<file path="src/logic/vcache_dram_pkg.sv">
/*
  Shared widths and the DMA address word for the vcache to test DRAM path.
  The address union gives the cache DMA field order and the DRAM field order
  over the same 14 bits; a conversion reads one view and fills the other.
*/
package vcache_dram_pkg;

  ////////////////////////////////////////////////////////////////////////////
  // data and address field widths
  ////////////////////////////////////////////////////////////////////////////

  localparam int DATA_W = 32;

  localparam int BA_W = 2;
  localparam int BG_W = 2;
  localparam int RO_W = 4;
  localparam int CO_W = 4;
  // byte offset inside one DMA word
  localparam int BO_W = 2;

  localparam int ADDR_W = BA_W + BG_W + RO_W + CO_W + BO_W;

  // word index into the test DRAM, byte offset dropped
  localparam int WORD_IDX_W = ADDR_W - BO_W;

  ////////////////////////////////////////////////////////////////////////////
  // address word, two decodings
  ////////////////////////////////////////////////////////////////////////////

  typedef union packed {
    // as it leaves the cache DMA
    struct packed {
      logic [BA_W-1:0] ba;
      logic [BG_W-1:0] bg;
      logic [RO_W-1:0] ro;
      logic [CO_W-1:0] co;
      logic [BO_W-1:0] bo;
    } cache_order;
    // as the DRAM channel maps it
    struct packed {
      logic [RO_W-1:0] ro;
      logic [BG_W-1:0] bg;
      logic [BA_W-1:0] ba;
      logic [CO_W-1:0] co;
      logic [BO_W-1:0] bo;
    } dram_order;
  } dram_addr_u;

endpackage

</file>
<file path="src/logic/dram_read_return.sv">
/*
  Steers returning DRAM read data back to the DMA port that issued the read.
  Requester ids queue in issue order; each read_done pops the oldest id and
  raises that port's valid in the same cycle.
*/
`timescale 1ns/1ns

module dram_read_return #(
  parameter int N_CACHES_P = 4
  ,parameter int READ_LATENCY_P = 3
  ,localparam int ID_W_LP = $clog2(N_CACHES_P)
) (
  input  logic clk_i
  ,input logic rst_i

  ,input logic               push_v_i
  ,input logic [ID_W_LP-1:0] push_id_i

  ,input logic                                read_done_v_i
  ,input logic [vcache_dram_pkg::DATA_W-1:0]  read_data_i

  ,output logic [vcache_dram_pkg::DATA_W-1:0] rdata_o
  ,output logic [N_CACHES_P-1:0]              rdata_v_o
);

  // room for every read in flight plus one pushed on the popping edge
  localparam int DEPTH_LP = READ_LATENCY_P + 1;
  localparam int PTR_W_LP = $clog2(DEPTH_LP);

  logic [ID_W_LP-1:0]  id_mem [DEPTH_LP];
  logic [PTR_W_LP-1:0] wr_ptr_q;
  logic [PTR_W_LP-1:0] rd_ptr_q;

  function automatic logic [PTR_W_LP-1:0] ptr_next(input logic [PTR_W_LP-1:0] ptr);
    if (ptr == PTR_W_LP'(DEPTH_LP - 1)) begin
      return '0;
    end
    return PTR_W_LP'(ptr + 1'b1);
  endfunction

  always_ff @(posedge clk_i) begin
    if (rst_i) begin
      wr_ptr_q <= '0;
      rd_ptr_q <= '0;
    end else begin
      if (push_v_i) begin
        wr_ptr_q <= ptr_next(wr_ptr_q);
      end
      if (read_done_v_i) begin
        rd_ptr_q <= ptr_next(rd_ptr_q);
      end
    end
  end

  always_ff @(posedge clk_i) begin
    if (push_v_i) begin
      id_mem[wr_ptr_q] <= push_id_i;
    end
  end

  // oldest id decoded one-hot
  always_comb begin
    rdata_v_o = '0;
    if (read_done_v_i) begin
      rdata_v_o[id_mem[rd_ptr_q]] = 1'b1;
    end
  end

  // data bus shared by all ports
  assign rdata_o = read_data_i;

endmodule

</file>
<file path="config.mk">
export PLATFORM = sky130hd
export DESIGN_NAME = dram_read_return
export DESIGN_NICKNAME = d
export VERILOG_FILES = /design/src/logic/vcache_dram_pkg.sv /design/src/logic/dram_read_return.sv
export SDC_FILE = /design/constraint.sdc
export NUM_CORES = 1
export LEC_CHECK = 0
export ABC_AREA = 1
export BUFFER_PORTS_ARGS = -buffer_cell sky130_fd_sc_hd__buf_2
export CORE_ASPECT_RATIO = 1.25
export CORE_MARGIN = 5
export CORE_UTILIZATION = 40
export DETAILED_ROUTE_END_ITERATION = 6
export PLACE_DENSITY = 0.84
export SLEW_MARGIN = 20
export SYNTH_ARGS = -nofsm -noshare
export SYNTH_HDL_FRONTEND = slang
export SYNTH_SLANG_ARGS = --single-unit
</file>
<file path="constraint.sdc">
create_clock -name clk_i -period 1.8 [get_ports clk_i]
set_input_delay 0.18 -clock clk_i [delete_from_list [all_inputs] [get_ports clk_i]]
set_output_delay 0.18 -clock clk_i [all_outputs]
set_load 0.02 [all_outputs]
</file>
# Word-level counts from Yosys, hierarchy flattened

Memory sizes are Yosys's and may differ from the RTL's. A register that Yosys moved wholly into a read port is not among the register bits.
Index checks and enable logic that the tools add are counted.
Widths: inputs -> output; s select.

Add/sub/neg operators: 2
Order comparisons: 2
Equal/unequal tests: 2
Mux-type cells: 17
Reduce and logical (&&, ||, !) cells: 1

Operators with widths:

| kind                | count |
|---|---|
| $mux 2              | 6 |
| $mux 1              | 9 |
| $add 2x1->2 const B | 2 |
| $eq 2x2->1 const B  | 2 |
| $mux 4              | 1 |
| $lt 2x3->1 const B  | 1 |
| $demux 1 s2         | 1 |
| $ge 2x1->1 const B  | 1 |
| $logic_and 1x1->1   | 1 |

Register bits: 4
Bits in writable memories: 8
Output and inout port bits: 36
Word-level logic and storage cells: 27
Memories kept: 1

Memory list:

| memory | depth | width | rd ports | clocked after Yosys merged registers in | write ports | RTL line               | source |
|---|---|---|---|---|---|---|---|
| id_mem | 4     | 2     | 1        | 1                                       | 1           | dram_read_return.sv:30 | `logic [ID_W_LP-1:0] id_mem [DEPTH_LP];` |

# Depth between registers and ports, before layout

Gate-level depths: netlist of the first run.

Depth after elaboration: 7
Mapped depth: 6
Gate-level depth less buffers: 6

# Least setup slack after synthesis of the first run

No wires, ideal clock.

Kind: flip-flop to output port
Start: register (tool-made name)
End: output rdata_v_o[0]
Arrival time: 0.961 ns
Data required time: 1.620 ns
Path slack: 0.659 ns
Stages on the path, launching flop included: 7
Path buffers: 0
Cell sequence: dfxtp_1 inv_2 nand2_1 nand3_1 nand2_2 inv_2 nor2_1

RTL lines:

| element   | RTL line               | source |
|---|---|---|
| to (decl) | dram_read_return.sv:23 | `,output logic [N_CACHES_P-1:0] rdata_v_o` |

==> summary.txt, run 1 <==
Floorplan
  • Initial Util: 42.76%
  • Core area: 0.002004 mm²
  • # IOs: 74
  • Die height: 61.76 µm
  • # rows: 18
  • DIE AREA: 0.003174 mm²
  • Die width: 51.40 µm

Critical path
  • R2R Path End: wr_ptr_q[1]
  • R2r setup slk: 730 ps
  • Crit path to: rdata_v_o[1]
  • Crit Path Max Fanout: 5
  • Crit Path Category: flip-flop to output port
  • Worst Path Arrival: 1270 ps
  • Crit start category: flip-flop
  • WP data required: 1620 ps
  • Worst r2r src: wr_ptr_q[0]
  • Crit end category: output port
  • Worst reg-to-reg path cell count: 4

CTS
  • CTS Buf Count: 3
  • H-tree lvl count: 1
  • Clk slew on worst S/H paths: 80 ps
  • # resized after CTS: 0
  • Sink Count: 14
  • Root Driver: clkbuf_4
  • Clock buffer depth: 2
  • Post-CTS Setup Bufs: 0
  • Worst skew pair latency: 270 ps
  • # hold bufs at CTS: 0
  • CTS tree: done

Synth
  • Yosys reg bits: 14
  • Mapped Nets: 140
  • Compound-Gate Fraction of Synth Area: 1.752%
  • Post-Synth XOR/XNOR Area: 1.022%
  • Largest family of logic cells by synthesized area: buffers and inverters
  • Seq/Total Area, Yosys: 42.04%
  • Yosys cell types: 14
  • Syn. warnings: 0
  • Multiplexer share of the synthesized area: 0%
  • Post-Syn Instances: 97
  • Post-Synth Adder-Cell Area: 7.299%
  • Cell Area, Synth: 857.1 µm²
  • Synth Area per Inst: 8.836 µm²
  • Simple-gate share of the synthesized area: 14.89%

Flow run
  • Max-Cap Viols: 0

Placed design
  • DP HPWL: 1.242 mm
  • Dpl cells: 93
  • IO Port Bufs: 9
  • GPL Wtd Cong: 0.7452

Layout
  • Ant diodes: 0
  • Share of layout cells above drive strength 1: 20.78%
  • Final Non-Filler Cells: 97
  • NumNets Final: 121
  • P&R area growth vs syn: -16.20%
  • Finished Core Util: 35.83%

Min path
  • WHS Path Cells: 2
  • Worst Hold Class: primary input to flip-flop

Power
  • Pwr/cell area: 943.6 mW/mm²
  • Maximum vdd ir drop: 465.1 µV
  • Leakage power: 0.3464 nW

Timing
  • # setup viols final: 0
  • Setup TNS: 0 ps
  • RSZ-0062 raised after global routing: no
  • Slew Limit Fails: 0
  • Period utilization: 80.53%
  • Max frequency: 689.9 MHz
  • Clock Skews: 6.059 ps
  • Worst slew pin tran: 171.6 ps
  • Post-layout minimum cycle time: 1450 ps
  • Endpoints failing hold: 0
  • Max transition margin: 88.54%

GRT
  • Total grt overflow: 0
  • Vias in the first global route: 522
  • Initial antenna violation count: 0
  • Tot GR Track Use: 9.170%
  • Largest net degree at the start of global routing: 9
  • First-pass GRT wire length: 2.152 mm

Run status
  • Outcome: completed

Drt
  • WL met1: 403 µm
  • Max layer used: met4
  • Antenna-violating nets left: 0
  • First-pass iteration count of the detailed router: 4
  • First DRT Iteration DRCs: 2
  • Total number of vias: 487
  • Routed met3 length: 239 µm
  • DRC viols: 0
  • DRT Wirelength: 1.469 mm
  • DR WL met2: 691 µm
  • Wirelength per Cell: 15.14 µm
  • Via-to-Cell Ratio: 5.021
## report_power, final
part	total (mW)	switching, mW	internal, mW
clock network	0.217	0.0941	0.123
logic	0.0903	0.0568	0.0335
registers	0.370	0.0128	0.358
total	0.678	0.164	0.514
## how the worst min path moves through the flow
stage                        end  slack, ps           start
floorplan            wr_ptr_q[1]        250           rst_i
global placement      rdata_o[9]        360  read_data_i[9]
detailed placement    rdata_o[9]        360  read_data_i[9]
CTS                  wr_ptr_q[1]        110           rst_i
global route        id_mem[1][1]        120    push_id_i[1]
finish               wr_ptr_q[1]        110           rst_i
## layout make-up
cell class / count / area [µm²]
Clock buffer: 4 / 36.28
Fill cell: 205 / 1286
Inverter: 10 / 37.54
Multi-Input combinational cell: 40 / 214.0
Sequential cell: 14 / 360.3
Tap cell: 20 / 25.02
Timing Repair Buffer: 9 / 45.04
## metrics by stage
step	instance area [µm²]	hold WS [ps]	total power, mW	worst slack [ps]
3_3_place_gp	681.9	360.1	0.4617	688.9
4_1_cts	718.2	111.0	0.6823	336.1
5_1_grt	718.2	118.7	0.7069	194.4
2_1_floorplan	857.1	252.4	0.5435	659.4
6_report	718.2	113.7	0.6777	350.4
3_5_place_dp	681.9	360.1	0.4693	638.2
## Yosys cell counts
cell,count,area (µm²)
edfxtp_1,8,240.2
nand2_1,16,60.06
nand3_1,5,25.02
inv_1,8,30.03
xnor2_1,1,8.760
a21oi_1,3,15.01
dfxtp_1,6,120.1
nand2_2,1,6.260
buf_4,32,240.2
inv_2,2,7.510
nor2_1,7,26.28
buf_2,1,5.000
nor3_1,2,10.01
ha_1,5,62.56
## logic make-up after synthesis
logic type,after synthesis
xor+xnor,1
fa+ha+maj,5
buf+inv,43
simple gates,31
flops,14
compound gates,3
## layer usage
metal	global-route usage, %	vias up
met3	3.580	24
li1	-	231
met4	12.36	0
met1	6.597	200
met2	16.00	32
met5	0	-
## worst max-delay path, cell delays in order, from the launching register on
cell     delay, ps
dfxtp_1        410
inv_2           70
nand2_1         70
nand3_1         80
nand2_1         70
nand2_1         60
nor2_1          80
buf_2          170
## placed cells by master, fill, tap and decap left out
cell	synthesis	final
nand2_2	1	1
a21oi_1	3	3
buf_2	1	9
clkbuf_4	0	3
nor3_1	2	2
dfxtp_1	6	6
ha_1	5	5
nand2_1	16	16
clkbuf_8	0	1
inv_2	2	2
inv_1	8	8
xnor2_1	1	1
nand3_1	5	5
edfxtp_1	8	8
nor2_1	7	7
Note: power is estimated with default switching activity, not from simulation.
==> run 2: changes to the inputs <==
- ABC_AREA: 1 -> 0
- CORE_UTILIZATION: 40 -> 37
- PLACE_DENSITY: 0.84 -> 0.79
- clock period: 1.8 -> 1.4 ns (I/O delays scaled with it)
==> run 2 against run 1 <==
Critical endpoint is now rdata_v_o[2]. The run now ends with setup timing left. Critical path depth decreased by 4. Power up 20%. Worst hold slack got worse by 38 ps. Sequential cell count is the same. Clock power rose by 3%. Largest power group unchanged. Highest routed layer unchanged. Worst setup slack worse by 620 ps. Synthesized cell count fell by 24%.
==> summary.txt, run 2 <==
Layout
  • Most common cell after layout, fill and taps aside: edfxtp_1
  • Ant diodes: 0 (unchanged)
  • Most frequent cells in the layout: edfxtp_1, ha_1, dfxtp_1, buf_2, and2_1
  • P&R area growth vs syn: -12.32%
  • NumNets Final: 99 (-18%)
  • Finished Core Util: 33.84% (-2.0 points)
  • Share of layout cells above drive strength 1: 36.36% (+16 points)

Power
  • Maximum vdd ir drop: 417.8 µV (-10%)
  • Total Power: 0.8117 mW (+20%)
  • Leakage power: 0.2980 nW (-14%)
  • Pwr/cell area: 1085 mW/mm² (+15%)

Drt
  • Wirelength per Cell: 14.34 µm (-5.3%)
  • Antenna-violating nets left: 0 (unchanged)
  • DRC viols: 0 (unchanged)
  • DRT Wirelength: 1.233 mm (-16%)
  • First-pass iteration count of the detailed router: 2 (-2)
  • First DRT Iteration DRCs: 11 (+9)
  • Via-to-Cell Ratio: 4.547 (-9.4%)
  • Total number of vias: 391 (-20%)

Synth
  • Synth Area per Inst: 11.53 µm² (+31%)
  • Most common cell in the netlist: buf_4
  • Post-Syn Instances: 74 (-24%)
  • EDFF count, synth: 8 (unchanged)
  • Seq/Total Area, Yosys: 42.23% (+0.18 points)
  • Share of the synthesized area in the top cell type: 28.15% (+0.12 points)
  • Yosys cell types: 15 (+1)
  • Leading area contributor after synthesis: buf_4
  • Async set or reset register ratio after synthesis: 0% (unchanged)
  • Syn. warnings: 0 (unchanged)
  • Yosys reg bits: 14 (unchanged)
  • Cell Area, Synth: 853.3 µm² (-0.44%)
  • Top_reg_cell synth: edfxtp_1
  • Post-synth top cells: buf_4, edfxtp_1, dfxtp_1
  • Synth top area cells: buf_4, edfxtp_1, dfxtp_1
  • Mapped Nets: 117 (-16%)

CTS
  • Worst skew pair latency: 270 ps (about the same)
  • Sink Count: 14 (unchanged)
  • # hold bufs at CTS: 0 (unchanged)
  • H-tree lvl count: 1 (unchanged)
  • Clock buffer depth: 2 (unchanged)
  • Root Driver: clkbuf_4
  • CTS Buf Count: 3 (unchanged)
  • CTS tree: done
  • Clk slew on worst S/H paths: 70 ps (about the same)
  • Post-CTS Setup Bufs: 0 (unchanged)

Critical path
  • WP data required: 1260 ps (-360 ps)
  • Crit start category: flip-flop
  • Worst Path Arrival: 1530 ps (+260 ps)
  • Crit end category: output port
  • Crit Path Category: flip-flop to output port
  • Crit Path Max Fanout: 4 (-1)

Floorplan
  • DIE AREA: 0.003373 mm² (+6.3%)
  • Die height: 63.69 µm (+3.1%)
  • # IOs: 74 (unchanged)
  • Die width: 52.96 µm (+3.0%)
  • Core area: 0.002211 mm² (+10%)
  • # rows: 19 (+1)
  • Initial Util: 38.60% (-4.2 points)

Timing
  • Clock Skews: 2.656 ps (-3.403 ps)
  • # setup viols final: 4 (+4)
  • Period utilization: 119.5%
  • Max frequency: 597.8 MHz
  • Post-layout minimum cycle time: 1673 ps
  • Min Hold Slack: 75.36 ps (-38.37 ps)
  • Setup TNS: -1065 ps (-1065 ps)
  • Max transition margin: 88.65% (+0.10 points)
  • Slew Limit Fails: 0 (unchanged)
  • Final WS setup: -272.8 ps (-623.3 ps)
  • Worst slew pin tran: 170.1 ps (-1.504 ps)
  • RSZ-0062 raised after global routing: yes
  • Endpoints failing hold: 0 (unchanged)

Run status
  • Failing checks: setup timing
  • Outcome: finished, violations left

GRT
  • Vias in the first global route: 471 (-9.8%)
  • Tot GR Track Use: 7.747% (-1.4 points)
  • Initial antenna violation count: 0 (unchanged)
  • Largest net degree at the start of global routing: 9 (unchanged)
  • First-pass GRT wire length: 1.911 mm (-11%)
  • Total grt overflow: 0 (unchanged)

Placed design
  • DP HPWL: 1.036 mm (-17%)
  • GPL Wtd Cong: 0.6616 (-11%)
  • IO Port Bufs: 9 (unchanged)
  • Pre-CTS setup slack: -61.54 ps (-699.8 ps)

Flow run
  • Max-Cap Viols: 0 (unchanged)

Min path
  • Worst Hold Class: primary input to flip-flop
run 2: path summary, 6_finish.rpt:
kind                     start            to  slack, ps  cells after the start
hold reg to reg    rd_ptr_q[0]     flip-flop        510                      2
hold / removal           rst_i   wr_ptr_q[0]         80                      2
setup / recovery  id_mem[3][0]  rdata_v_o[2]       -270                      3
setup reg to reg   rd_ptr_q[0]     flip-flop        180                      3
run 2: kinds of logic after synthesis:
logic type,synth area share [%]
buf+inv,29.47
simple gates,12.17
flops,42.23
fa+ha+maj,7.331
mux,7.624
compound gates,1.173
run 2: report_power, final:
part	internal, mW	switching [mW]	leakage (nW)
Sequential	0.458	0.0137	0.123
Combinational	0.0587	0.0573	0.160
Clock	0.110	0.114	0.0150
Total	0.626	0.185	0.298
run 2: cell type report:
type / count / area [µm²]
repair buffers: 9 / 62.56
fillers: 227 / 1463
multi-input cells: 25 / 247.7
clock buffers: 4 / 26.28
flip-flops and latches: 14 / 361.6
well taps: 31 / 38.79
inverters: 3 / 11.26
run 2: critical path: stages, from the launching register on:
cell and delay [ps]:
edfxtp_1 380, mux4_2 550, nor3b_4 200, buf_6 140
run 2: per-layer routing:
layer | GRT usage (%) | vias to the layer above | routed length (µm) | share of wire, %
met1 | 6.012 | 169 | 354 | 29
met2 | 12.42 | 33 | 634 | 51
met4 | 8.626 | 0 | 85 | 6.9
met5 | 0 | - | 0 | 0
met3 | 3.774 | 14 | 158 | 13
li1 | - | 175 | - | -
run 2: timing repair:
item / in CTS / in global routing
gates resized for setup: 6 / 1
setup endpoints to repair: 4 / 4
pin swaps: 2 / 1
run 2: per-stage QoR:
| stage | std cells | cell area, µm² |
|---|---|---|
| finish | 86 | 748.2 |
| global placement | 82 | 703.2 |
| detailed placement | 82 | 703.2 |
| CTS | 86 | 745.7 |
| global route | 86 | 748.2 |
| floorplan | 74 | 859.6 |
==> run 3: changes to the inputs <==
- BUFFER_PORTS_ARGS: -buffer_cell sky130_fd_sc_hd__buf_2 -> -buffer_cell sky130_fd_sc_hd__buf_4
==> run 3 against run 2 <==
The run still ends with setup timing left. Final cell count unchanged. Sequential power barely moved. Clock-buffer cell count unchanged. Global-route usage shrank 0.34 points. Sequential share of layout area decreased by 1.4 points. Critical endpoint is now rdata_v_o[1]. Power is 7.5% higher. Worst hold slack got worse by 41 ps. Combinational power is essentially flat. Sequential cell count unchanged. Critical path depth unchanged. Design area increased by 3.0%.
==> summary.txt, run 3 (synthesis results as in run 2) <==
CTS
  • Clock buffer depth: 2 (unchanged)
  • Clk slew on worst S/H paths: 80 ps (about the same)
  • Post-CTS Setup Bufs: 0 (unchanged)
  • Root Driver: clkbuf_4
  • CTS tree: done
  • Sink Count: 14 (unchanged)
  • H-tree lvl count: 1 (unchanged)
  • CTS Buf Count: 3 (unchanged)
  • # hold bufs at CTS: 0 (unchanged)
  • Worst skew pair latency: 280 ps (about the same)

Timing
  • Slew Limit Fails: 0 (unchanged)
  • Endpoints failing hold: 0 (unchanged)
  • Clock Skews: 4.618 ps (+1.961 ps)
  • Post-layout minimum cycle time: 1688 ps (+15.65 ps)
  • Min Hold Slack: 34.51 ps (-40.85 ps)
  • Final WS setup: -288.5 ps (-15.65 ps)
  • Max frequency: 592.3 MHz (-0.93%)
  • Period utilization: 120.6% (+1.1 points)
  • RSZ-0062 raised after global routing: yes
  • Max transition margin: 88.49% (-0.16 points)
  • # setup viols final: 4 (unchanged)
  • Worst slew pin tran: 172.4 ps (+2.350 ps)

Drt
  • DRT Wirelength: 1.211 mm (-1.8%)
  • DRC viols: 0 (unchanged)
  • First-pass iteration count of the detailed router: 2 (unchanged)
  • Total number of vias: 402 (+2.8%)
  • First DRT Iteration DRCs: 4 (-7)
  • Wirelength per Cell: 14.08 µm (-1.8%)
  • Via-to-Cell Ratio: 4.674 (+2.8%)
  • Antenna-violating nets left: 0 (unchanged)

GRT
  • Vias in the first global route: 428 (-9.1%)
  • Largest net degree at the start of global routing: 9 (unchanged)
  • Initial antenna violation count: 0 (unchanged)
  • Tot GR Track Use: 7.409% (-0.34 points)
  • Total grt overflow: 0 (unchanged)
  • First-pass GRT wire length: 1.780 mm (-6.9%)

Floorplan
  • Initial Util: 38.60% (unchanged)
  • # IOs: 74 (unchanged)
  • # rows: 19 (unchanged)
  • Die height: 63.69 µm (unchanged)
  • Die width: 52.96 µm (unchanged)
  • DIE AREA: 0.003373 mm² (unchanged)
  • Core area: 0.002211 mm² (unchanged)

Run status
  • Outcome: finished, violations left
  • Failing checks: setup timing

Layout
  • Finished Core Util: 34.86% (+1.0 points)
  • Final Non-Filler Cells: 86 (unchanged)
  • Ant diodes: 0 (unchanged)
  • Storage cell area: 361.6 µm² (unchanged)
  • NumNets Final: 99 (unchanged)
  • Multi-input logic area: 247.7 µm² (unchanged)
  • Most frequent cells in the layout: edfxtp_1, buf_4, ha_1, dfxtp_1, and2_1
  • Share of layout cells above drive strength 1: 38.18% (+1.8 points)
  • Most common cell after layout, fill and taps aside: edfxtp_1
  • Final instance area: 770.7 µm² (+3.0%)
  • Fill cell count: 228 (+0.44%)
  • P&R area growth vs syn: -9.677%

Min path
  • WHS Path Cells: 2 (unchanged)
  • WHS Endpoint: wr_ptr_q[0]
  • Min-delay src: rst_i
  • Worst Hold Class: primary input to flip-flop

Critical path
  • Crit Path Category: flip-flop to output port
  • Crit end category: output port
  • Worst r2r src: rd_ptr_q[0]
  • WP data required: 1260 ps (about the same)
  • Crit-path cells: mux4_2 > nor3b_2 > buf_4
  • Buf+Inv Stages, Crit Path: 1 (unchanged)
  • Crit start category: flip-flop
  • Crit Path Max Fanout: 4 (unchanged)
  • Max stage delay cell, worst path: mux4_2
  • Worst reg-to-reg path cell count: 3 (unchanged)
  • Dominant delay contributor by cell family on the critical path: multiplexers
  • R2r setup slk: 170 ps (about the same)
  • Max incr delay on CP: 530 ps (-20 ps)
  • Worst Path Arrival: 1550 ps (+20 ps)

Placed design
  • Dpl cells: 82 (unchanged)
  • IO Port Bufs: 9 (unchanged)
  • GPL Wtd Cong: 0.6435 (-2.7%)
  • DP HPWL: 1.018 mm (-1.7%)
  • Placed Area: 725.7 µm² (+3.2%)

Flow run
  • Max-Cap Viols: 0 (unchanged)

Power
  • Pwr/cell area: 1132 mW/mm² (+4.4%)
  • Leakage power: 0.3084 nW (+3.5%)
  • Maximum vdd ir drop: 417.3 µV (-0.13%)
==> run 3: changes by cell type in the layout (fill, tap and decap cells not counted) <==
cell | previous run | this run
buf_4 | 2 | 7
clkbuf_1 | 1 | 0
buf_2 | 5 | 0
clkbuf_8 | 0 | 1
==> run 3: cell type report <==
cell class              count  share of cell area (%)
repair buffers              9                   9.740
well taps                  31                   5.032
inverters                   3                   1.461
clock buffers               4                   4.708
multi-input cells          25                   32.14
flip-flops and latches     14                   46.92
==> run 3: routing by layer <==
metal | global-route usage (%) | routed length, µm | part of all wire [%]
met1 | 5.848 | 336 | 28
met2 | 11.18 | 574 | 47
met3 | 3.538 | 184 | 15
met4 | 9.585 | 116 | 9.6
met5 | 0 | 0 | 0
==> run 3: worst max-delay path by stage <==
stage | start | endpoint | slack [ps] | cells past startpoint
3_5_place_dp | flip-flop | rdata_v_o[2] | -40 | 3
3_3_place_gp | flip-flop | rdata_v_o[3] | -10 | 3
4_1_cts | id_mem[3][1] | rdata_v_o[1] | -310 | 3
5_1_grt | id_mem[3][1] | rdata_v_o[0] | -340 | 3
2_1_floorplan | flip-flop | rdata_v_o[1] | 4 | 2
6_report | id_mem[3][1] | rdata_v_o[1] | -290 | 3
==> run 3: worst reg2reg max path, stage by stage, from the launching register on <==
cell and delay [ps]:
dfxtp_1 330, ha_1 190, or3b_2 460, a21oi_1 180
==> run 3: per-stage QoR <==
step | setup slack [ps] | power (mW) | setup TNS (ps)
after global routing | -338.7 | 0.9177 | -1306
final | -288.5 | 0.8727 | -1103
after floorplan | 4.113 | 0.6865 | 0
after CTS | -311.7 | 0.8845 | -1179
after detailed placement | -37.59 | 0.5998 | -90.85
after global placement | -13.73 | 0.5912 | -26.30
==> run 3: what timing repair did <==
item | in CTS | in global routing
setup endpoints to repair | 4 | 4
pin swaps | 2 | 0
hold endpoints to repair | 0 | 0
cloned | 0 | 0
gates resized for setup | 3 | 0
==> run 3: power breakdown <==
part	internal [mW]	leakage [nW]	total (mW)	switching [mW]
registers	0.458	0.123	0.471	0.0135
clock network	0.158	0.0210	0.283	0.124
logic	0.0627	0.164	0.119	0.0565
total	0.679	0.308	0.873	0.194
